[config.mk]
export PLATFORM = sky130hd
export DESIGN_NAME = fsm_action_decode
export DESIGN_NICKNAME = d
export VERILOG_FILES = /design/src/hba_fsm_pkg.sv /design/src/fsm_action_decode.sv
export SDC_FILE = /design/constraint.sdc
export NUM_CORES = 1
export LEC_CHECK = 0
export BUFFER_PORTS_ARGS = -buffer_cell sky130_fd_sc_hd__buf_2
export CAP_MARGIN = 20
export CORE_MARGIN = 2
export CORE_UTILIZATION = 44
export DETAILED_ROUTE_END_ITERATION = 10
export GPL_TIMING_DRIVEN = 0
export HOLD_SLACK_MARGIN = 0.08
export PLACE_DENSITY = 0.74
export SLEW_MARGIN = 20
export SYNTH_ARGS = -nofsm -noshare
export SYNTH_HDL_FRONTEND = slang
export SYNTH_SLANG_ARGS = --single-unit
export TNS_END_PERCENT = 1
[constraint.sdc]
create_clock -name aclk -period 1.35 [get_ports aclk]
set_clock_uncertainty 0.05 [all_clocks]
set_input_delay 0.135 -clock aclk [delete_from_list [all_inputs] [get_ports aclk]]
set_output_delay 0.135 -clock aclk [all_outputs]
set_load 0.1 [all_outputs]
[src/hba_fsm_pkg.sv]
// program word is 18 bits; a transition word with bit 17 set never matches and closes its phase
`default_nettype none

package hba_fsm_pkg;

    // action view of a program word
    typedef struct packed {
        logic       last;       // closes the action phase
        logic       wait_done;  // stall after the pulse until a done
        logic [9:0] spare;
        logic [5:0] act_code;   // 0 halts, 1..ACT_NUM pulse
    } act_word_t;

    // transition view of the same word
    typedef struct packed {
        logic [7:0] cond_sel;   // >= COND_NUM reads false
        logic [9:0] jump_addr;
    } trans_word_t;

    typedef union packed {
        act_word_t   act;
        trans_word_t trans;
    } pgm_word_u;

    localparam logic [5:0] ACT_HALT = 6'd0;
    localparam int         ACT_NUM  = 24;   // code 1 is the first member below

    typedef struct packed {
        logic syncesc_send;     // link
        logic comreset_send;
        logic set_offline;
        logic send_r_ok;
        logic send_r_err;
        logic get_rfis;         // fis receive
        logic get_dsfis;
        logic get_psfis;
        logic get_sdbfis;
        logic get_ufis;
        logic get_data_fis;
        logic get_ignore;
        logic fetch_cmd;        // fis transmit
        logic cfis_xmit;
        logic dx_xmit;
        logic atapi_xmit;
        logic pcmd_cr_set;      // status
        logic pcmd_cr_reset;
        logic pxci0_clear;
        logic sirq_dhr;
        logic sirq_tfe;
        logic sirq_if;
        logic clear_bsy_drq;
        logic set_bsy;
    } fsm_actions_t;

    typedef struct packed {
        logic xmit_done;
        logic get_fis_done;
        logic syncesc_send_done;
    } fsm_done_t;

    typedef struct packed {
        logic       pcmd_st;
        logic [7:0] tfd_sts;        // bit 7 bsy, bit 3 drq, bit 0 err
        logic       pxci0;
        logic       cmd_to_issue;
        logic       fis_first_vld;
        logic [7:0] fis_type;       // valid with fis_first_vld
        logic       fis_ok;
        logic       fis_err;
        logic       fis_ferr;
        logic       xfer_cntr_zero;
        logic       pio_xfer;
        logic       fis_i;
    } port_status_t;

    localparam int COND_NUM = 16;   // index 0 always true

    localparam logic [7:0] FIS_D2HR = 8'h34;
    localparam logic [7:0] FIS_SDB  = 8'ha1;
    localparam logic [7:0] FIS_DMAA = 8'h39;
    localparam logic [7:0] FIS_DMAS = 8'h41;
    localparam logic [7:0] FIS_PIOS = 8'h5f;
    localparam logic [7:0] FIS_DATA = 8'h46;

    // entry points widened to the program address width by users
    localparam logic [9:0] LABEL_POR        = 10'd0;
    localparam logic [9:0] LABEL_HBA_RST    = 10'd2;
    localparam logic [9:0] LABEL_PORT_RST   = 10'd4;
    localparam logic [9:0] LABEL_COMINIT    = 10'd6;
    localparam logic [9:0] LABEL_ST_CLEARED = 10'd8;

endpackage

`default_nettype wire

[src/fsm_action_decode.sv]
// pulses are one cycle wide and lag act_strobe by one cycle; unknown codes produce nothing
`timescale 1ns/10ps
`default_nettype none

module fsm_action_decode (
    input  wire logic                 aclk,
    input  wire logic                 hba_rst,
    input  wire logic                 act_strobe,
    input  wire logic [5:0]           act_code,
    output hba_fsm_pkg::fsm_actions_t actions
);

    logic [hba_fsm_pkg::ACT_NUM-1:0] onehot;

    // code 1 lands on the msb which holds the first struct member
    always_comb begin
        for (int i = 0; i < hba_fsm_pkg::ACT_NUM; i++) begin
            onehot[i] = (act_code == 6'(hba_fsm_pkg::ACT_NUM - i));
        end
    end

    always_ff @(posedge aclk) begin
        if (hba_rst) begin
            actions <= '0;
        end else if (act_strobe) begin
            actions <= hba_fsm_pkg::fsm_actions_t'(onehot);   // zero above ACT_NUM
        end else begin
            actions <= '0;                                    // single cycle pulses
        end
    end

endmodule

`default_nettype wire

======== Yosys cells after proc, flatten, opt, wreduce, memory -nomap -nowiden ========
Index checks and enable logic that the tools add are counted.
word-level totals
  flip-flop bits (word level) ............. 24
  input port bits ......................... 9
  logic and storage cells ................. 50
operators by class
  equal/unequal tests ..................... 24
  bitwise operators ....................... 1
  reduce and logical (&&, ||, !) cells .... 1
operators by type and width
  cell                                                                   count
  6-bit by 5-bit equality test with 1-bit output, second input constant  9
  6-bit by 4-bit equality test with 1-bit output, second input constant  8
  6-bit by 3-bit equality test with 1-bit output, second input constant  4
  6-bit by 2-bit equality test with 1-bit output, second input constant  2
  6-bit by 1-bit equality test with 1-bit output, second input constant  1
  2-bit OR reduction                                                     1
  1-bit inverter                                                         1

======== Logic depth before layout (Yosys ltp) ========
  word-level depth ........................ 2
  mapped depth ............................ 4
  mapped depth without buffers ............ 2

======== Worst setup path after synthesis ========
OpenSTA, ideal clock, no wires.
  path type ............................... input -> register
  from .................................... in act_code[4]
  to ...................................... reg actions[18] (netlist name)
  setup time .............................. 0.074 ns
  data arrival time ....................... 1.093 ns
  path slack .............................. 0.132 ns
  cell stages on the path ................. 4
  buffers on the path ..................... 2
  path through ............................ or4b_1 > buf_6 > buf_12 > nor3_4
on the way
  longest elaborated chain between the ends .. 1
RTL lines
  item                                            RTL line                 text
  start, declared                                 fsm_action_decode.sv:9   input wire logic [5:0] act_code,
  6-bit by 3-bit equality test with 1-bit output  fsm_action_decode.sv:18  onehot[i] = (act_code == 6'(hba_fsm_pkg::ACT_NUM - i));
  end signal, assigned                            fsm_action_decode.sv:26  actions <= hba_fsm_pkg::fsm_actions_t'(onehot);
  end, declared                                   fsm_action_decode.sv:10  output hba_fsm_pkg::fsm_actions_t actions
Every way passes these cells.
A chain may end at the register's enable or synchronous reset.

======== Worst setup path in the final report ========
  from .................................... reg actions[9] (netlist name)
  to ...................................... out actions[9] (netlist name)
No word-level cell between the ends.

==> impl_metrics.json <==
{
  "port_buffers": 30,
  "via_per_inst": 4.650,
  "max_slew.worst_pin.slew_ps": 477.9,
  "n_fill_cell": 152,
  "power_frac_seq": 0.648,
  "wire_per_inst_um": 11.22,
  "crit_end": "actions[9]",
  "cp.arrival_ps": 1060,
  "start_util": 0.4586,
  "ioPinCount": 33,
  "cp-start-kind": "flop",
  "p_int_mw": 0.8403,
  "rsz0062_at_grt": "no",
  "synth-seq-cells": 24,
  "cts_sinks": 24,
  "drt_first_pass_iters": 2,
  "crit_type": "reg2out",
  "fp.dieW_um": 46.19,
  "synthesis.nets": 73,
  "antenna_found_initial": 0,
  "cp.depth": 1,
  "hp-class": "in2reg",
  "dp_hpwl_um": 1011,
  "critPathBufInv": 1,
  "yosysWarnings": 0,
  "whs_ps": 142.7,
  "drc": 0,
  "setup_viol": 0,
  "status": "completed",
  "slew-limit-headroom": 0.6814,
  "power_switching_mw": 0.2562,
  "timing_hold_violations_final": 0,
  "crit_chain": "buf_2",
  "critical_path_required_ps": 1160,
  "place_ws_ps": -18.30,
  "crit_fanout": 1,
  "gp_congestion": 0.7179,
  "clkPwrFrac": 0.267,
  "drt-initial-drc-count": 3,
  "cts_tree": "yes",
  "die_area_sq_um": 2134,
  "p_sw_frac": 0.2336,
  "via_count": 572,
  "max_freq_mhz": 800.5,
  "endpoint_kind": "primary output",
  "fin_ws_ps": 100.8,
  "seq_area_frac_synth": 0.6134,
  "p_per_area_nw_per_um2": 1100,
  "gr-total-overflow": 0,
  "largest_register_ff_count": 24,
  "antenna_cells": 0,
  "ant_nets": 0,
  "reg_top3": "actions x24",
  "grt_pass1_wl_um": 2104,
  "drv_slew": 0,
  "yosysUniqueCellTypes": 15,
  "cts_root_buffer": "clkbuf_4",
  "numCtsBuffers": 3,
  "fin_crit_sh": 0.9253,
  "p_leak_nw": 0.4307,
  "grt_pass1_vias": 490,
  "die_y_um": 46.19,
  "post_cts_resized": 0,
  "grt_max_degree": 13,
  "clk_pin_slew_ps": 110,
  "crit_family": "buffers and inverters",
  "drt-total-wl_um": 1380,
  "nNetsFinal": 109,
  "htreeDepth": 1,
  "area_growth_pct": 27.32,
  "cp_slowest_stage_delay_ps": 420,
  "clockBufferDepth": 2,
  "final_cells": 123,
  "core_sq_um": 1708,
  "grt_util_all_layers": 0.1447,
  "syn_avg_cell_area_sq_um": 12.24,
  "synthesis.area_sq_um": 783.3,
  "synth_cells": 64,
  "total_power_mw": 1.097,
  "drive_gt1_frac": 0.4796,
  "combPwrFrac": 0.085,
  "crit_path_top_delay_cell": "buf_2",
  "rows": 15,
  "regMostFlops": "actions",
  "dp_cells": 119,
  "worstSetupStartpoint": "actions[9]",
  "post-route-min-period_ps": 1249,
  "max_cap_viol_count": 0,
  "ir_worst_vdd_v": 0.0005010
}
==> logic make-up (layout without fill, tap and decap cells) <==
group | after synthesis | in the layout | share of synthesized area
buffers and inverters | 7 | 41 | 0.06548
DFF | 24 | 24 | 0.6134
and+or+nand+nor | 33 | 33 | 0.3211
==> how the worst min path moves through the flow <==
stage                  end        start  slack, ps  cells past startpoint
2_1_floorplan  actions[21]  act_code[0]        340                      2
3_3_place_gp   actions[21]  act_code[3]        380                      2
3_5_place_dp   actions[21]  act_code[3]        390                      2
4_1_cts        actions[11]  act_code[3]        140                      3
5_1_grt        actions[11]  act_code[3]        150                      3
6_report       actions[12]  act_code[3]        140                      3
==> synthesized netlist by cell type <==
library cell | n | area [sq um]
dfxtp_1 | 24 | 480.5
nor3_2 | 9 | 90.09
nor3_1 | 7 | 35.03
nor4_1 | 6 | 37.54
clkbuf_1 | 4 | 15.01
nand2b_1 | 4 | 25.02
nand2_1 | 2 | 7.510
buf_12 | 1 | 20.02
buf_2 | 1 | 5.000
buf_6 | 1 | 11.26
nand4bb_1 | 1 | 11.26
nor3_4 | 1 | 16.27
nor4_2 | 1 | 12.51
or2_1 | 1 | 6.260
or4b_1 | 1 | 10.01
==> power groups by stage <==
| stage | Combinational, mW | Sequential, mW | Clock [mW] |
|---|---|---|---|
| 6_report | 0.0928 | 0.711 | 0.293 |
| 3_3_place_gp | 0.0870 | 0.727 | 0 |
| 3_5_place_dp | 0.0904 | 0.727 | 0 |
| 2_1_floorplan | 0.0487 | 0.744 | 0 |
| 5_1_grt | 0.101 | 0.711 | 0.317 |
| 4_1_cts | 0.0930 | 0.711 | 0.300 |
==> final cells by class <==
type                    instances  area (sq um)  area share
flip-flops and latches         24         480.5      0.4818
multi-input cells              33         251.5      0.2522
repair buffers                 31         160.2      0.1606
plain buffers                   7         51.30     0.05144
well taps                      25         31.28     0.03137
clock buffers                   3         22.52     0.02258
==> cell usage in the layout, fill, tap and decap left out <==
cell	instances
buf_12	1
buf_2	31
buf_6	1
clkbuf_1	4
clkbuf_4	3
dfxtp_1	24
dlygate4sd3_1	1
nand2_1	2
nand2b_1	4
nand4bb_1	1
nor3_1	7
nor3_2	9
nor3_4	1
nor4_1	6
nor4_2	1
or2_1	1
or4b_1	1
==> what timing repair did <==
action,4_1_cts,5_1_grt
hold buffers,1,0
setup buffers,0,0
hold endpoints to repair,7,0
==> routing by layer <==
layer / share of wire / up-vias / wire length, um / GRT usage
met4: 0.016 / 0 / 22 / 0.08571
met1: 0.46 / 254 / 631 / 0.1772
met5: 0 / - / 0 / 0
met2: 0.47 / 26 / 649 / 0.2361
met3: 0.055 / 3 / 76 / 0.02353
li1: - / 289 / - / -
==> per-stage QoR <==
step	area [sq um]	setup TNS (ps)	util
after detailed placement	964.7	-62.93	0.5648
after floorplan	783.3	0	-
after CTS	997.2	0	0.5839
after global placement	964.7	0	0.5648
after global routing	997.2	0	0.5839
final	997.2	0	0.5839
Note: power is estimated with default switching activity, not from simulation.
