File: config.mk
export PLATFORM = sky130hd
export DESIGN_NAME = fsm_cond_select
export DESIGN_NICKNAME = d
export VERILOG_FILES = /design/src/hba_fsm_pkg.sv /design/src/fsm_cond_select.sv
export SDC_FILE = /design/constraint.sdc
export NUM_CORES = 1
export LEC_CHECK = 0
export BUFFER_PORTS_ARGS = -buffer_cell sky130_fd_sc_hd__buf_2
export CORE_AREA = 5 5 42 44
export DETAILED_ROUTE_END_ITERATION = 10
export DIE_AREA = 0 0 47 49
export GPL_ROUTABILITY_DRIVEN = 0
export SLEW_MARGIN = 25
export SYNTH_ARGS = -nofsm -noshare
export SYNTH_HDL_FRONTEND = slang
export SYNTH_SLANG_ARGS = --single-unit
File: constraint.sdc
create_clock -name vclk -period 7.7
set_input_delay 2.31 -clock vclk [all_inputs]
set_output_delay 2.31 -clock vclk [all_outputs]
set_load 0.005 [all_outputs]
File: src/hba_fsm_pkg.sv
// program word is 18 bits; a transition word with bit 17 set never matches and closes its phase
`default_nettype none

package hba_fsm_pkg;

    // action view of a program word
    typedef struct packed {
        logic       last;       // closes the action phase
        logic       wait_done;  // stall after the pulse until a done
        logic [9:0] spare;
        logic [5:0] act_code;   // 0 halts, 1..ACT_NUM pulse
    } act_word_t;

    // transition view of the same word
    typedef struct packed {
        logic [7:0] cond_sel;   // >= COND_NUM reads false
        logic [9:0] jump_addr;
    } trans_word_t;

    typedef union packed {
        act_word_t   act;
        trans_word_t trans;
    } pgm_word_u;

    localparam logic [5:0] ACT_HALT = 6'd0;
    localparam int         ACT_NUM  = 24;   // code 1 is the first member below

    typedef struct packed {
        logic syncesc_send;     // link
        logic comreset_send;
        logic set_offline;
        logic send_r_ok;
        logic send_r_err;
        logic get_rfis;         // fis receive
        logic get_dsfis;
        logic get_psfis;
        logic get_sdbfis;
        logic get_ufis;
        logic get_data_fis;
        logic get_ignore;
        logic fetch_cmd;        // fis transmit
        logic cfis_xmit;
        logic dx_xmit;
        logic atapi_xmit;
        logic pcmd_cr_set;      // status
        logic pcmd_cr_reset;
        logic pxci0_clear;
        logic sirq_dhr;
        logic sirq_tfe;
        logic sirq_if;
        logic clear_bsy_drq;
        logic set_bsy;
    } fsm_actions_t;

    typedef struct packed {
        logic xmit_done;
        logic get_fis_done;
        logic syncesc_send_done;
    } fsm_done_t;

    typedef struct packed {
        logic       pcmd_st;
        logic [7:0] tfd_sts;        // bit 7 bsy, bit 3 drq, bit 0 err
        logic       pxci0;
        logic       cmd_to_issue;
        logic       fis_first_vld;
        logic [7:0] fis_type;       // valid with fis_first_vld
        logic       fis_ok;
        logic       fis_err;
        logic       fis_ferr;
        logic       xfer_cntr_zero;
        logic       pio_xfer;
        logic       fis_i;
    } port_status_t;

    localparam int COND_NUM = 16;   // index 0 always true

    localparam logic [7:0] FIS_D2HR = 8'h34;
    localparam logic [7:0] FIS_SDB  = 8'ha1;
    localparam logic [7:0] FIS_DMAA = 8'h39;
    localparam logic [7:0] FIS_DMAS = 8'h41;
    localparam logic [7:0] FIS_PIOS = 8'h5f;
    localparam logic [7:0] FIS_DATA = 8'h46;

    // entry points widened to the program address width by users
    localparam logic [9:0] LABEL_POR        = 10'd0;
    localparam logic [9:0] LABEL_HBA_RST    = 10'd2;
    localparam logic [9:0] LABEL_PORT_RST   = 10'd4;
    localparam logic [9:0] LABEL_COMINIT    = 10'd6;
    localparam logic [9:0] LABEL_ST_CLEARED = 10'd8;

endpackage

`default_nettype wire

File: src/fsm_cond_select.sv
// combinational; status must be stable in the cycle the transition word sits on rd_word
`timescale 1ns/10ps
`default_nettype none

module fsm_cond_select (
    input  wire hba_fsm_pkg::port_status_t status,
    input  wire logic [7:0]                cond_sel,
    output logic                           cond_met
);

    localparam int SEL_W = $clog2(hba_fsm_pkg::COND_NUM);

    logic [hba_fsm_pkg::COND_NUM-1:0] cond_vec;
    logic                             tfd_bsy;
    logic                             tfd_drq;
    logic                             tfd_err;
    logic                             type_d2hr;
    logic                             type_sdb;
    logic                             type_dmas;
    logic                             type_pios;
    logic                             type_data;

    assign tfd_bsy   = status.tfd_sts[7];
    assign tfd_drq   = status.tfd_sts[3];
    assign tfd_err   = status.tfd_sts[0];
    assign type_d2hr = (status.fis_type == hba_fsm_pkg::FIS_D2HR);
    assign type_sdb  = (status.fis_type == hba_fsm_pkg::FIS_SDB);
    assign type_dmas = (status.fis_type == hba_fsm_pkg::FIS_DMAS);
    assign type_pios = (status.fis_type == hba_fsm_pkg::FIS_PIOS);
    assign type_data = (status.fis_type == hba_fsm_pkg::FIS_DATA);

    assign cond_vec[0]  = 1'b1;                                   // unconditional
    assign cond_vec[1]  = status.pcmd_st && !tfd_bsy && !tfd_drq;
    assign cond_vec[2]  = status.pxci0 && !status.cmd_to_issue;   // nothing left to issue
    assign cond_vec[3]  = status.fis_first_vld && type_d2hr;
    assign cond_vec[4]  = status.fis_first_vld && type_data;
    assign cond_vec[5]  = status.fis_first_vld;                   // any fis head
    assign cond_vec[6]  = status.fis_ok;
    assign cond_vec[7]  = status.fis_err;
    assign cond_vec[8]  = status.fis_ferr;
    assign cond_vec[9]  = type_sdb;
    assign cond_vec[10] = type_dmas;
    assign cond_vec[11] = type_pios;
    assign cond_vec[12] = tfd_err;
    assign cond_vec[13] = status.xfer_cntr_zero;
    assign cond_vec[14] = status.pio_xfer && status.xfer_cntr_zero;
    assign cond_vec[15] = status.fis_i;

    // out of range selects never match
    assign cond_met = (cond_sel < 8'(hba_fsm_pkg::COND_NUM)) && cond_vec[cond_sel[SEL_W-1:0]];

endmodule

`default_nettype wire

---- Yosys cells after proc, flatten, opt, wreduce, memory -nomap -nowiden ----
Cells that the tools add are included.
storage, ports and cells
  bits in registers ....................... 0
  input port bits ......................... 34
  output and inout port bits .............. 1
cells by class
  order comparisons ....................... 2
  equality and inequality tests ........... 5
  mux-type cells .......................... 2
  reductions and logical operators ........ 10
operator list
  kind                count
  $eq 8x7->1 const B  3
  $eq 8x6->1 const B  1
  $eq 8x8->1 const B  1
  $lt 8x5->1 const B  1
  $logic_and 1x1->1   7
  $lt 4x5->1 const B  1
  $bmux 1 s4          1
  $logic_not 1->1     3
  $mux 1              1

---- Logic depth before layout (Yosys ltp) ----
  depth after elaboration ................. 6
  gate-level depth with buffers ........... 5
  depth with buffers taken out ............ 5

---- Worst setup path before layout ----
Ideal clock, no wire load.
  path type ............................... in2out
  from .................................... input status[24] (netlist name)
  to ...................................... output cond_met
  arrival time ............................ 3.459 ns
  data required time ...................... 5.390 ns
  slack ................................... 1.931 ns
  stages on the path ...................... 5
  buffers on the path ..................... 0
  path through ............................ or4b_1 > a221o_1 > nand3_1 > o21ai_1 > a31oi_1
between the ends
  word-level cells in the longest chain between the ends .. 6
RTL lines
  element                         line                   source
  start: declaration              fsm_cond_select.sv:6   input wire hba_fsm_pkg::port_status_t status,
  $logic_not 1->1                 fsm_cond_select.sv:33  assign cond_vec[1] = status.pcmd_st && !tfd_bsy && !tfd_drq;
  $logic_and 1x1->1 (2 in a row)  fsm_cond_select.sv:33
  $bmux 1 s4                      fsm_cond_select.sv:50  assign cond_met = (cond_sel < 8'(hba_fsm_pkg::COND_NUM)) && cond_vec[cond_sel[SEL_W-1:0]];
  $mux 1 (implied by the code)    fsm_cond_select.sv:50
  $logic_and 1x1->1               fsm_cond_select.sv:50
  end: declaration                fsm_cond_select.sv:8   output logic cond_met
No other way between the ends. The select of a mux whose other input is x is not followed.

---- Worst setup path in the final report ----
  from .................................... input cond_sel[1]
  to ...................................... output cond_met
between the ends
  word-level cells in the longest chain between the ends .. 3
  elaborated cells between the ends (all ways) .. 4
RTL lines
  element                       line                   source
  start: declaration            fsm_cond_select.sv:7   input wire logic [7:0] cond_sel,
  $bmux 1 s4                    fsm_cond_select.sv:50
  $mux 1 (implied by the code)  fsm_cond_select.sv:50
  $logic_and 1x1->1 *           fsm_cond_select.sv:50
Every way passes the cells marked *; elsewhere a longest branch is shown, timed or not. The select of a mux whose other input is x is not followed.

==> reports/qor.yml <==
ant_nets: 0
viasPerCell: 5.107
avgSynthCellArea_um2: 8.327
synthXorXnorAreaFrac_pct: 0
dieHeight_um: 49
finalSetupViolCount: 0
muxShareOfSynthArea_pct: 15.54
fmax_mhz: 167.1
synth_compound_area_share_pct: 22.80
cts_hold_buf: 0
design.die.area_mm2: 0.002303
seq_cells: 0
holdPathStages: 3
row_count: 14
timing.critical_path.fanout_max: 8
worst_pin_slew_ns: 0.4504
syn_nets: 63
antenna_found_initial: 0
synth_cell_types: 22
layout_setup_ws_ns: 1.714
finalHoldViolCount: 0
layout_min_cycle_time_ns: 5.986
num_antenna_cells: 0
core_area_mm2: 0.001401
grt_pass1_wl_mm: 1.235
vias: 383
mostFrequentLayoutCell: "buf_2"
yosys.area_share.simple_pct: 60.10
synthAdderAreaFrac_pct: 0
crit_required_ns: 5.39
grt-ovfl-total: 0
finalSetupTns_ns: 0
final_cell_mix: "buf_2 (30), nand3_1 (3), and4b_1 (3)"
slew_headroom_pct: 69.55
register_area_um2: 0
pre_cts_ws_ns: 1.696
ir_worst_vdd_uv: 11.94
critical_path.endpoint_type: "output pin"
drc: 0
n_clock_buffer: 0
power_density_mw_per_mm2: 38.53
grt_util_all_layers_pct: 6.535
fin_cells: 75
yosysSeqAreaShare_pct: 0
cts_resized: 0
p_leak_nw: 0.1941
synth_cells: 29
post-cts-setup-buffer-count: 0
drtIter0Drc: 7
yosys_warnings: 0
areaGrowthSynthToFinish_pct: 70.47
io_buffers: 30
synth_top_family_by_area: "simple AND/OR/NAND/NOR gates"
die_w_um: 47
drv_slew: 0
wire_per_inst_um: 11.61
initial_utilization_pct: 17.23
crit_arrival_ns: 3.68
io_pins: 35
rsz0062_at_grt: "no"
fin_crit_sh_pct: 77.74
drive_gt1_share_pct: 52.54
dp_cells: 75
drv_cap: 0
status: "complete, no violations"
fillCellCount: 164
drtPass1Iterations: 3
synthesis.area_um2: 241.5
nets: 95
path_class: "in2out"
grt_pass1_vias: 322
hold_class: "in2out"
grt_max_degree: 9
totalWireLength_um: 871
cp-start-kind: "input pin"
## worst max-delay path: stages
cell and delay (ns):
buf_2 0.14, or4b_1 0.46, a221o_1 0.35, nand3_1 0.08, o21ai_1 0.07, a31oi_1 0.13, buf_2 0.13
## cell usage after synthesis
| master | n | area (um^2) |
|---|---|---|
| and4b_1 | 3 | 30.03 |
| nand3_1 | 3 | 15.01 |
| a31oi_1 | 2 | 12.51 |
| nand2_1 | 2 | 7.510 |
| nor4b_1 | 2 | 17.52 |
| a221o_1 | 1 | 10.01 |
| a221oi_1 | 1 | 8.760 |
| a311o_1 | 1 | 10.01 |
| a41oi_1 | 1 | 8.760 |
| and2_0 | 1 | 6.260 |
| inv_1 | 1 | 3.750 |
| mux2_1 | 1 | 11.26 |
| mux4_1 | 1 | 26.28 |
| nand2b_1 | 1 | 6.260 |
| nand4_1 | 1 | 6.260 |
| nor2_1 | 1 | 3.750 |
| nor2b_1 | 1 | 6.260 |
| nor3_1 | 1 | 5.000 |
| nor4_4 | 1 | 21.27 |
| nor4bb_1 | 1 | 10.01 |
| o21ai_1 | 1 | 5.000 |
| or4b_1 | 1 | 10.01 |
## where the power goes
group	internal, mW	switching [mW]	total (mW)	leakage, nW
logic	0.00915	0.00671	0.0159	0.194
clock network	0	0	0	0
registers	0	0	0	0
total	0.00915	0.00671	0.0159	0.194
## metal layers
layer	vias up	global-route usage (%)	part of all wire [%]
met5	-	0	0
met4	0	0	0
met3	0	1.107	13
met2	18	9.955	44
met1	174	10.04	43
li1	191	-	-
## through the flow
step / utilization [%] / hold WS (ns) / cell area [um^2] / total power [mW]
2_1_floorplan: - / 4.688 / 241.5 / 0.005472
3_3_place_gp: 29.38 / 4.891 / 411.6 / 0.01561
3_5_place_dp: 29.38 / 4.889 / 411.6 / 0.01596
4_1_cts: 29.38 / 4.889 / 411.6 / 0.01600
5_1_grt: 29.38 / 4.911 / 411.6 / 0.01741
6_report: 29.38 / 4.883 / 411.6 / 0.01586
## logic make-up after synthesis
family,after synthesis
and+or+nand+nor,19
muxes,2
buffers and inverters,1
AOI/OAI and AO/OA,7
## worst paths after layout
kind,startpoint,slack [ns],to
max,cond_sel[1],1.71,cond_met
min,cond_sel[3],4.88,cond_met
## final cells by class
type                            count  area [um^2]  share of cell area (%)
Timing Repair Buffer               30        150.1                   36.47
Multi-Input combinational cell     28        237.7                   57.75
Inverter                            1        3.754                  0.9119
Tap cell                           16        20.02                   4.863
(Power assumes the default switching activity.)
