--- config.mk ---
export PLATFORM = sky130hd
export DESIGN_NAME = fsm_sequencer
export DESIGN_NICKNAME = d
export VERILOG_FILES = /design/src/hba_fsm_pkg.sv /design/src/fsm_sequencer.sv
export SDC_FILE = /design/constraint.sdc
export NUM_CORES = 1
export LEC_CHECK = 0
export BUFFER_PORTS_ARGS = -buffer_cell sky130_fd_sc_hd__buf_4
export CAP_MARGIN = 20
export CORE_ASPECT_RATIO = 1.1
export CORE_MARGIN = 2
export CORE_UTILIZATION = 45
export DETAILED_ROUTE_END_ITERATION = 7
export GPL_ROUTABILITY_DRIVEN = 0
export PLACE_DENSITY = 0.69
export SYNTH_ARGS = -nofsm -noshare
export SYNTH_HDL_FRONTEND = slang
export SYNTH_SLANG_ARGS = --single-unit
export TNS_END_PERCENT = 1
--- constraint.sdc ---
create_clock -name aclk -period 7.6 [get_ports aclk]
set_clock_uncertainty 0.05 [all_clocks]
set_input_delay 0.76 -clock aclk [delete_from_list [all_inputs] [get_ports aclk]]
set_output_delay 0.76 -clock aclk [all_outputs]
set_load 0.01 [all_outputs]
--- src/hba_fsm_pkg.sv ---
// program word is 18 bits; a transition word with bit 17 set never matches and closes its phase
`default_nettype none

package hba_fsm_pkg;

    // action view of a program word
    typedef struct packed {
        logic       last;       // closes the action phase
        logic       wait_done;  // stall after the pulse until a done
        logic [9:0] spare;
        logic [5:0] act_code;   // 0 halts, 1..ACT_NUM pulse
    } act_word_t;

    // transition view of the same word
    typedef struct packed {
        logic [7:0] cond_sel;   // >= COND_NUM reads false
        logic [9:0] jump_addr;
    } trans_word_t;

    typedef union packed {
        act_word_t   act;
        trans_word_t trans;
    } pgm_word_u;

    localparam logic [5:0] ACT_HALT = 6'd0;
    localparam int         ACT_NUM  = 24;   // code 1 is the first member below

    typedef struct packed {
        logic syncesc_send;     // link
        logic comreset_send;
        logic set_offline;
        logic send_r_ok;
        logic send_r_err;
        logic get_rfis;         // fis receive
        logic get_dsfis;
        logic get_psfis;
        logic get_sdbfis;
        logic get_ufis;
        logic get_data_fis;
        logic get_ignore;
        logic fetch_cmd;        // fis transmit
        logic cfis_xmit;
        logic dx_xmit;
        logic atapi_xmit;
        logic pcmd_cr_set;      // status
        logic pcmd_cr_reset;
        logic pxci0_clear;
        logic sirq_dhr;
        logic sirq_tfe;
        logic sirq_if;
        logic clear_bsy_drq;
        logic set_bsy;
    } fsm_actions_t;

    typedef struct packed {
        logic xmit_done;
        logic get_fis_done;
        logic syncesc_send_done;
    } fsm_done_t;

    typedef struct packed {
        logic       pcmd_st;
        logic [7:0] tfd_sts;        // bit 7 bsy, bit 3 drq, bit 0 err
        logic       pxci0;
        logic       cmd_to_issue;
        logic       fis_first_vld;
        logic [7:0] fis_type;       // valid with fis_first_vld
        logic       fis_ok;
        logic       fis_err;
        logic       fis_ferr;
        logic       xfer_cntr_zero;
        logic       pio_xfer;
        logic       fis_i;
    } port_status_t;

    localparam int COND_NUM = 16;   // index 0 always true

    localparam logic [7:0] FIS_D2HR = 8'h34;
    localparam logic [7:0] FIS_SDB  = 8'ha1;
    localparam logic [7:0] FIS_DMAA = 8'h39;
    localparam logic [7:0] FIS_DMAS = 8'h41;
    localparam logic [7:0] FIS_PIOS = 8'h5f;
    localparam logic [7:0] FIS_DATA = 8'h46;

    // entry points widened to the program address width by users
    localparam logic [9:0] LABEL_POR        = 10'd0;
    localparam logic [9:0] LABEL_HBA_RST    = 10'd2;
    localparam logic [9:0] LABEL_PORT_RST   = 10'd4;
    localparam logic [9:0] LABEL_COMINIT    = 10'd6;
    localparam logic [9:0] LABEL_ST_CLEARED = 10'd8;

endpackage

`default_nettype wire

--- src/fsm_sequencer.sv ---
// a pending async request wins over the action word on rd_word, which is then not issued
`timescale 1ns/10ps
`default_nettype none

module fsm_sequencer #(
    parameter int PGM_AW = 10
) (
    input  wire logic                  aclk,
    input  wire logic                  hba_rst,
    input  wire logic                  was_hba_rst,
    input  wire logic                  was_port_rst,
    input  wire logic                  cominit_got,
    input  wire logic                  pcmd_st_cleared,
    input  wire hba_fsm_pkg::fsm_done_t done,
    input  wire hba_fsm_pkg::pgm_word_u rd_word,
    input  wire logic                  cond_met,
    output logic [PGM_AW-1:0]          rd_addr,
    output logic                       rd_en,
    output logic                       act_strobe,
    output logic [5:0]                 act_code
);

    localparam logic [2:0] S_JUMP    = 3'd0;  // load entry label
    localparam logic [2:0] S_PRELOAD = 3'd1;  // first read after a jump
    localparam logic [2:0] S_ACTION  = 3'd2;
    localparam logic [2:0] S_WAIT    = 3'd3;
    localparam logic [2:0] S_TRANS   = 3'd4;
    localparam logic [2:0] S_HALT    = 3'd5;

    logic [2:0]        state;
    logic [2:0]        state_nxt;
    logic [PGM_AW-1:0] pc;           // address of the next word to read
    logic [PGM_AW-1:0] pc_nxt;
    logic [PGM_AW-1:0] trans_base;   // first transition word of the phase
    logic              base_ld;
    logic              wait_last;    // waited word also closes the actions
    logic              async_pend;
    logic              async_st;     // high selects the st_cleared label
    logic              async_take;
    logic [PGM_AW-1:0] entry_label;
    logic [PGM_AW-1:0] async_label;

    assign entry_label = was_hba_rst  ? PGM_AW'(hba_fsm_pkg::LABEL_HBA_RST)  :
                         was_port_rst ? PGM_AW'(hba_fsm_pkg::LABEL_PORT_RST) :
                                        PGM_AW'(hba_fsm_pkg::LABEL_POR);
    assign async_label = async_st ? PGM_AW'(hba_fsm_pkg::LABEL_ST_CLEARED) :
                                    PGM_AW'(hba_fsm_pkg::LABEL_COMINIT);

    // taken once a word sits on rd_word or the sequencer is parked
    assign async_take = async_pend && (state != S_JUMP) && (state != S_PRELOAD);

    assign act_code   = rd_word.act.act_code;
    assign act_strobe = (state == S_ACTION) && !async_pend &&
                        (rd_word.act.act_code != hba_fsm_pkg::ACT_HALT);

    always_comb begin
        state_nxt = state;
        pc_nxt    = pc;
        rd_addr   = pc;
        rd_en     = 1'b0;
        base_ld   = 1'b0;
        if (async_take) begin
            pc_nxt    = async_label;   // same path as any jump
            state_nxt = S_PRELOAD;
        end else begin
            case (state)
                S_JUMP: begin
                    pc_nxt    = entry_label;
                    state_nxt = S_PRELOAD;
                end
                S_PRELOAD: begin
                    rd_en     = 1'b1;
                    pc_nxt    = pc + 1'b1;
                    state_nxt = S_ACTION;
                end
                S_ACTION: begin
                    if (rd_word.act.act_code == hba_fsm_pkg::ACT_HALT) begin
                        state_nxt = S_HALT;
                    end else if (rd_word.act.wait_done) begin
                        state_nxt = S_WAIT;        // no read until done
                    end else begin
                        rd_en  = 1'b1;
                        pc_nxt = pc + 1'b1;
                        if (rd_word.act.last) begin
                            base_ld   = 1'b1;      // word being read opens transitions
                            state_nxt = S_TRANS;
                        end
                    end
                end
                S_WAIT: begin
                    if (|done) begin
                        rd_en  = 1'b1;
                        pc_nxt = pc + 1'b1;
                        if (wait_last) begin
                            base_ld   = 1'b1;
                            state_nxt = S_TRANS;
                        end else begin
                            state_nxt = S_ACTION;
                        end
                    end
                end
                S_TRANS: begin
                    if (cond_met) begin
                        pc_nxt    = PGM_AW'(rd_word.trans.jump_addr);
                        state_nxt = S_PRELOAD;
                    end else if (rd_word.act.last) begin
                        rd_en   = 1'b1;            // wrap to the first transition
                        rd_addr = trans_base;
                        pc_nxt  = trans_base + 1'b1;
                    end else begin
                        rd_en  = 1'b1;
                        pc_nxt = pc + 1'b1;
                    end
                end
                default: begin
                    state_nxt = S_HALT;            // parked until async or reset
                end
            endcase
        end
    end

    always_ff @(posedge aclk) begin
        if (hba_rst) begin
            state      <= S_JUMP;
            async_pend <= 1'b0;
            async_st   <= 1'b0;
            wait_last  <= 1'b0;
        end else begin
            state      <= state_nxt;
            async_pend <= (async_pend && !async_take) || cominit_got || pcmd_st_cleared;
            if (pcmd_st_cleared) begin
                async_st <= 1'b1;                  // st_cleared wins a tie
            end else if (cominit_got) begin
                async_st <= 1'b0;
            end
            if (state == S_ACTION) begin
                wait_last <= rd_word.act.last;
            end
        end
    end

    always_ff @(posedge aclk) begin
        pc <= pc_nxt;
        if (base_ld) begin
            trans_base <= pc;
        end
    end

endmodule

`default_nettype wire

After elaboration in Yosys (flattened, before gate mapping)
Index checks and enable logic that the tools add are counted.
{"block": "word_totals", "regBits": 26}
{"block": "classes", "n_addsub": 2, "eq_ne": 13, "muxes": 37, "n_reduce_logical": 20}
{"operator": "two-way mux 10 bit", "count": 10}
{"operator": "one-hot mux 10 bit (5 select lines)", "count": 1}
{"operator": "two-way mux 3 bit", "count": 8}
{"operator": "adder 10 x 1 -> 10 bit, second input constant", "count": 2}
{"operator": "one-hot mux 3 bit (5 select lines)", "count": 1}
{"operator": "two-way mux 1 bit", "count": 14}
{"operator": "!= test 3 bit, second input constant", "count": 4}
{"operator": "nonzero test 6 bit", "count": 2}
{"operator": "== test 3 x 2 -> 1 bit, second input constant", "count": 2}
{"operator": "logical NOT 6 bit", "count": 1}
{"operator": "AND reduction 3 bit", "count": 2}
{"operator": "logical AND 1 bit", "count": 5}
{"operator": "!= test 5 bit, second input constant", "count": 1}
{"operator": "two-way mux 4 bit", "count": 1}
{"operator": "!= test 2 bit, second input constant", "count": 2}
{"operator": "!= test 4 bit, second input constant", "count": 1}
{"operator": "one-hot mux 1 bit (4 select lines)", "count": 1}
{"operator": "AND reduction 4 bit", "count": 1}
{"operator": "== test 3 x 1 -> 1 bit, second input constant", "count": 1}
{"operator": "== test 3 bit, second input constant", "count": 1}
{"operator": "logical NOT 3 bit", "count": 1}
{"operator": "!= test 3 x 1 -> 1 bit, second input constant", "count": 1}
{"operator": "nonzero test 3 bit", "count": 1}
{"operator": "OR reduction 3 bit", "count": 1}
{"operator": "5 further kinds", "count": 7}

Logic depth before layout (Yosys ltp)
{"block": "logic_depth", "depth_word": 7, "depth_mapped": 8, "ltp_nobuf": 6}

Least setup slack after synthesis
Ideal clock, no wire load.
{"block": "synth_path", "kind": "input-to-reg", "startpoint": "in rd_word[2] (netlist name)", "endpoint": "reg trans_base[0] (enable)", "setup_time_ns": 0.408, "arrival_ns": 2.393, "required_time_ns": 7.142, "path_slack_ns": 4.750, "stages": 4, "cell_sequence": "nor2_1 a311oi_4 a21oi_1 nor4b_1"}
{"block": "synth_between", "elab_chain_len": 4}
{"item": "from (decl)", "line_no": "fsm_sequencer.sv:15", "source": "input wire hba_fsm_pkg::pgm_word_u rd_word,"}
{"item": "logical NOT 6 bit", "line_no": "fsm_sequencer.sv:77", "source": "if (rd_word.act.act_code == hba_fsm_pkg::ACT_HALT) begin"}
{"item": "two-way mux 1 bit", "line_no": "fsm_sequencer.sv:77"}
{"item": "one-hot mux 1 bit (2 select lines)", "line_no": "fsm_sequencer.sv:66", "source": "case (state)"}
{"item": "two-way mux 1 bit", "line_no": "fsm_sequencer.sv:62", "source": "if (async_take) begin"}
{"item": "named net base_ld", "line_no": "fsm_sequencer.sv:35", "source": "logic base_ld;"}
{"item": "to (signal assigned)", "line_no": "fsm_sequencer.sv:145", "source": "trans_base <= pc;"}
{"item": "to (decl)", "line_no": "fsm_sequencer.sv:34", "source": "logic [PGM_AW-1:0] trans_base;"}
The timed path passes the listed nets, and every way through them passes these cells.
A chain may end at the register's enable or synchronous reset.

Final worst setup path
{"block": "layout_path", "startpoint": "reg state[1]", "endpoint": "out rd_addr[3]"}
{"block": "layout_between", "elab_chain_len": 4, "elab_cells_between_ends": 7, "cone_classes": "2 x eq/ne; 2 x mux; 3 x reduce/logical"}
{"item": "from (decl)", "line_no": "fsm_sequencer.sv:30", "source": "logic [2:0] state;"}
{"item": "from (signal assigned)", "line_no": "fsm_sequencer.sv:129", "source": "state <= state_nxt;"}
{"item": "nonzero test 3 bit", "line_no": "fsm_sequencer.sv:50", "source": "assign async_take = async_pend && (state != S_JUMP) && (state != S_PRELOAD);"}
{"item": "logical AND 1 bit (2 in series)", "line_no": "fsm_sequencer.sv:50"}
{"item": "two-way mux 10 bit *", "line_no": "fsm_sequencer.sv:62"}
{"item": "to (decl)", "line_no": "fsm_sequencer.sv:17", "source": "output logic [PGM_AW-1:0] rd_addr,"}
Mark *: on every way between the ends. The rest lies on a longest branch, timed or not.

==> key figures <==
STA
  • Fin crit period: 3513 ps
  • Fin. Hold Viols: 0
  • TNS Setup: 0 ps
  • Slew margin rel.: between 40% and 50%
  • Unrepaired setup endpoints after global routing: no
  • Final Slew Violations: 0
  • Fmax: between 200 and 300 MHz
  • Hold_ws: roughly 450 ps
  • Worst Tran Pin Value: 866.6 ps
  • Final setup vio count: 0
  • Period utilisation layout: roughly 46%

Logic synthesis
  • Syn_nets: 256
  • Synth Flop Type: edfxtp_1
  • Area leader, netlist: edfxtp_1
  • Post-synth EDFFs: 20
  • Ys Warns: 0
  • Syn_area_per_cell: 8.360 um^2
  • Synth Register Bits: 26
  • Most common cell in the synthesized netlist: nand2_1
  • Asr flop ratio synth: 0%
  • Largest cells by area after synthesis: edfxtp_1, nand2_1, dfxtp_1
  • Cells after synthesis: approximately 230
  • Register area share after synthesis: a little under two fifths
  • Unique masters post-synth: 43
  • Top-area cell type share of the netlist area: a little under a third
  • Most common library cells after synthesis: nand2_1, nor2_1, edfxtp_1
  • Area of the mapped netlist: roughly 1900 um^2

Outcome
  • Status: completed

Clock network
  • CTS resizes: 0
  • Clock transition at the registers of the reported paths: approximately 90 ps
  • TritonCTS clock tree: yes
  • Maximum clock path buffer count: 2
  • Clock sink count: 26
  • Clk_lat worst skew: roughly 270 ps
  • Postcts setup bufs: 0
  • CTS Root Cell: clkbuf_8
  • H-tree levels: 1
  • Post-CTS Hold Buffers: 0
  • Num CTS Buffers: 3

Floorplan
  • Row cnt: 24
  • Die height: between 70 and 80 um
  • Placeable Area: about 4000 um^2
  • Initial core utilization: between 40 and 50%
  • Width of the die: between 60 and 70 um
  • Die area: approximately 4700 um^2
  • Num ports: 46

Hold path
  • Worst Hold End: async_st$_SDFFE_PP0P_
  • Worst hold path cell count: 2
  • Hold Crit Class: flop to flop
  • Worst hold start: async_st$_SDFFE_PP0P_

Worst setup path
  • Worst Setup Path Type: flop to output pin
  • Worst R2R Start: state[1]$_SDFFE_PP0P_
  • Crit. End Element: output pin
  • Critical Path AT: between 2000 and 3000 ps
  • CP Launch Type: flop
  • Required time of the critical path: 6790 ps
  • Worst-path maximum fanout: 12
  • Reg2Reg Depth: 5
  • Reg2reg end: pc[5]$_SDFFCE_PP0P_
  • R2R setup slack: between 5000 and 6000 ps

Run
  • Max Cap Viol: 0

GRT
  • GRT Total Usage: 21.53%
  • Vias in the first global route: 1692
  • Pin count of the biggest net entering global routing: 19
  • First-pass GRT wire length: ~8 mm
  • Antenna violations before repair: 0
  • Grt ovf: 0

Routing
  • Antenna Violating Nets Remaining: 0
  • Drt pass-1 iters: 4
  • Initial DRC count: 85
  • DR WL/cell: between 15 and 20 um
  • Total routed wirelength: roughly 4.7 mm
  • Average via count per standard cell: ~5.7
  • DR DRC count: 0
  • Via count: around 1700

Power and ir drop
  • Leakage: about 0.00089 uW
  • Max VDD drop: ~0.00011 V
  • Pwr Density: between 200 and 250 nW/um^2

Finish
  • Inserted Diodes: 0
  • Layout area overhead: 17.15%
  • Fin nets: roughly 290
  • Share of layout cells above drive strength 1: between 15 and 20%
  • Layout Cells excl Fill: about 310

Place
  • Post-DP HPWL: about 3.6 mm
  • Dpl cells: 302
  • I/O Buffers: 39
## worst max-delay path by stage
| stage | startpoint | to | cells after the start |
|---|---|---|---|
| after floorplan | rd_word[2] | trans_base[0]$_DFFE_PP_ | 4 |
| after global placement | state[1]$_SDFFE_PP0P_ | rd_addr[1] | 6 |
| after detailed placement | state[1]$_SDFFE_PP0P_ | rd_addr[7] | 6 |
| after CTS | state[1]$_SDFFE_PP0P_ | rd_addr[7] | 6 |
| after global routing | state[1]$_SDFFE_PP0P_ | rd_addr[4] | 6 |
| final | state[1]$_SDFFE_PP0P_ | rd_addr[3] | 6 |
## per-stage QoR
step           total power [uW]  util [%]  cell area, um^2  setup WS [ps]
2_1_floorplan             376.7         -             1889           4750
3_3_place_gp              456.9     54.10             2161           4443
3_5_place_dp              459.6     54.29             2168           4430
4_1_cts                   536.7     55.42             2213           4124
5_1_grt                   576.7     55.42             2213           3846
6_report                  539.1     55.42             2213           4087
## area by class of cell
cell class / count / area (um^2)
repair buffers: 40 / 300.3
flip-flops and latches: 26 / 720.7
clock inverters: 1 / 3.754
fillers: 407 / 1780
inverters: 3 / 11.26
well taps: 52 / 65.06
clock buffers: 3 / 41.29
multi-input cells: 181 / 1071
## cell usage in the layout (no fill, tap or decap), types with 4 or more instances in the layout
master,Yosys,final
nor3_1,6,6
nor2b_1,5,5
dfxtp_1,6,6
nand4_1,4,4
buf_4,6,40
nand3_1,12,12
xnor2_1,5,5
o31ai_1,4,4
nor2_1,23,23
edfxtp_1,20,20
a21oi_1,11,11
o21ai_0,9,9
a211oi_1,4,4
xor2_1,11,11
a32oi_1,4,4
nand2_1,45,45
and3_1,8,8
## power by group
part | switching [uW] | internal, uW | total, uW
Clock | 43.9 | 36.2 | 80.2
Combinational | 109 | 103 | 211
Sequential | 50.4 | 197 | 248
Total | 203 | 336 | 539
## registers in the layout, indices dropped and copies added (netlist names)
signal / flops
async_pend: 1
pc: 10
async_st: 1
wait_last: 1
trans_base: 10
state: 3
## kinds of logic (layout without fill, tap and decap cells)
logic type / after synthesis / after routing / synth area share [%]
xor gates and xnor gates: 16 / 16 / 7.417
AOI/OAI and AO/OA: 47 / 47 / 17.88
muxes: 4 / 4 / 2.252
adders and majority gates: 2 / 2 / 1.324
and+or+nand+nor: 112 / 112 / 27.48
buffers and inverters: 19 / 47 / 5.497
DFF: 26 / 26 / 38.15
## worst max-delay path, stage by stage (launching register included)
cell     delay [ps]
dfxtp_1         420
nor2_1          600
nand2_1         330
nor2_1          760
nand2_1         110
nand2_1          90
buf_4           110
## routing by layer
metal  global-route usage, %  wire (um)
met5                       0          0
met4                   8.333         92
met3                   2.171        202
met2                   35.02       2253
met1                   29.65       2183
Note: power is estimated with default switching activity, not from simulation.
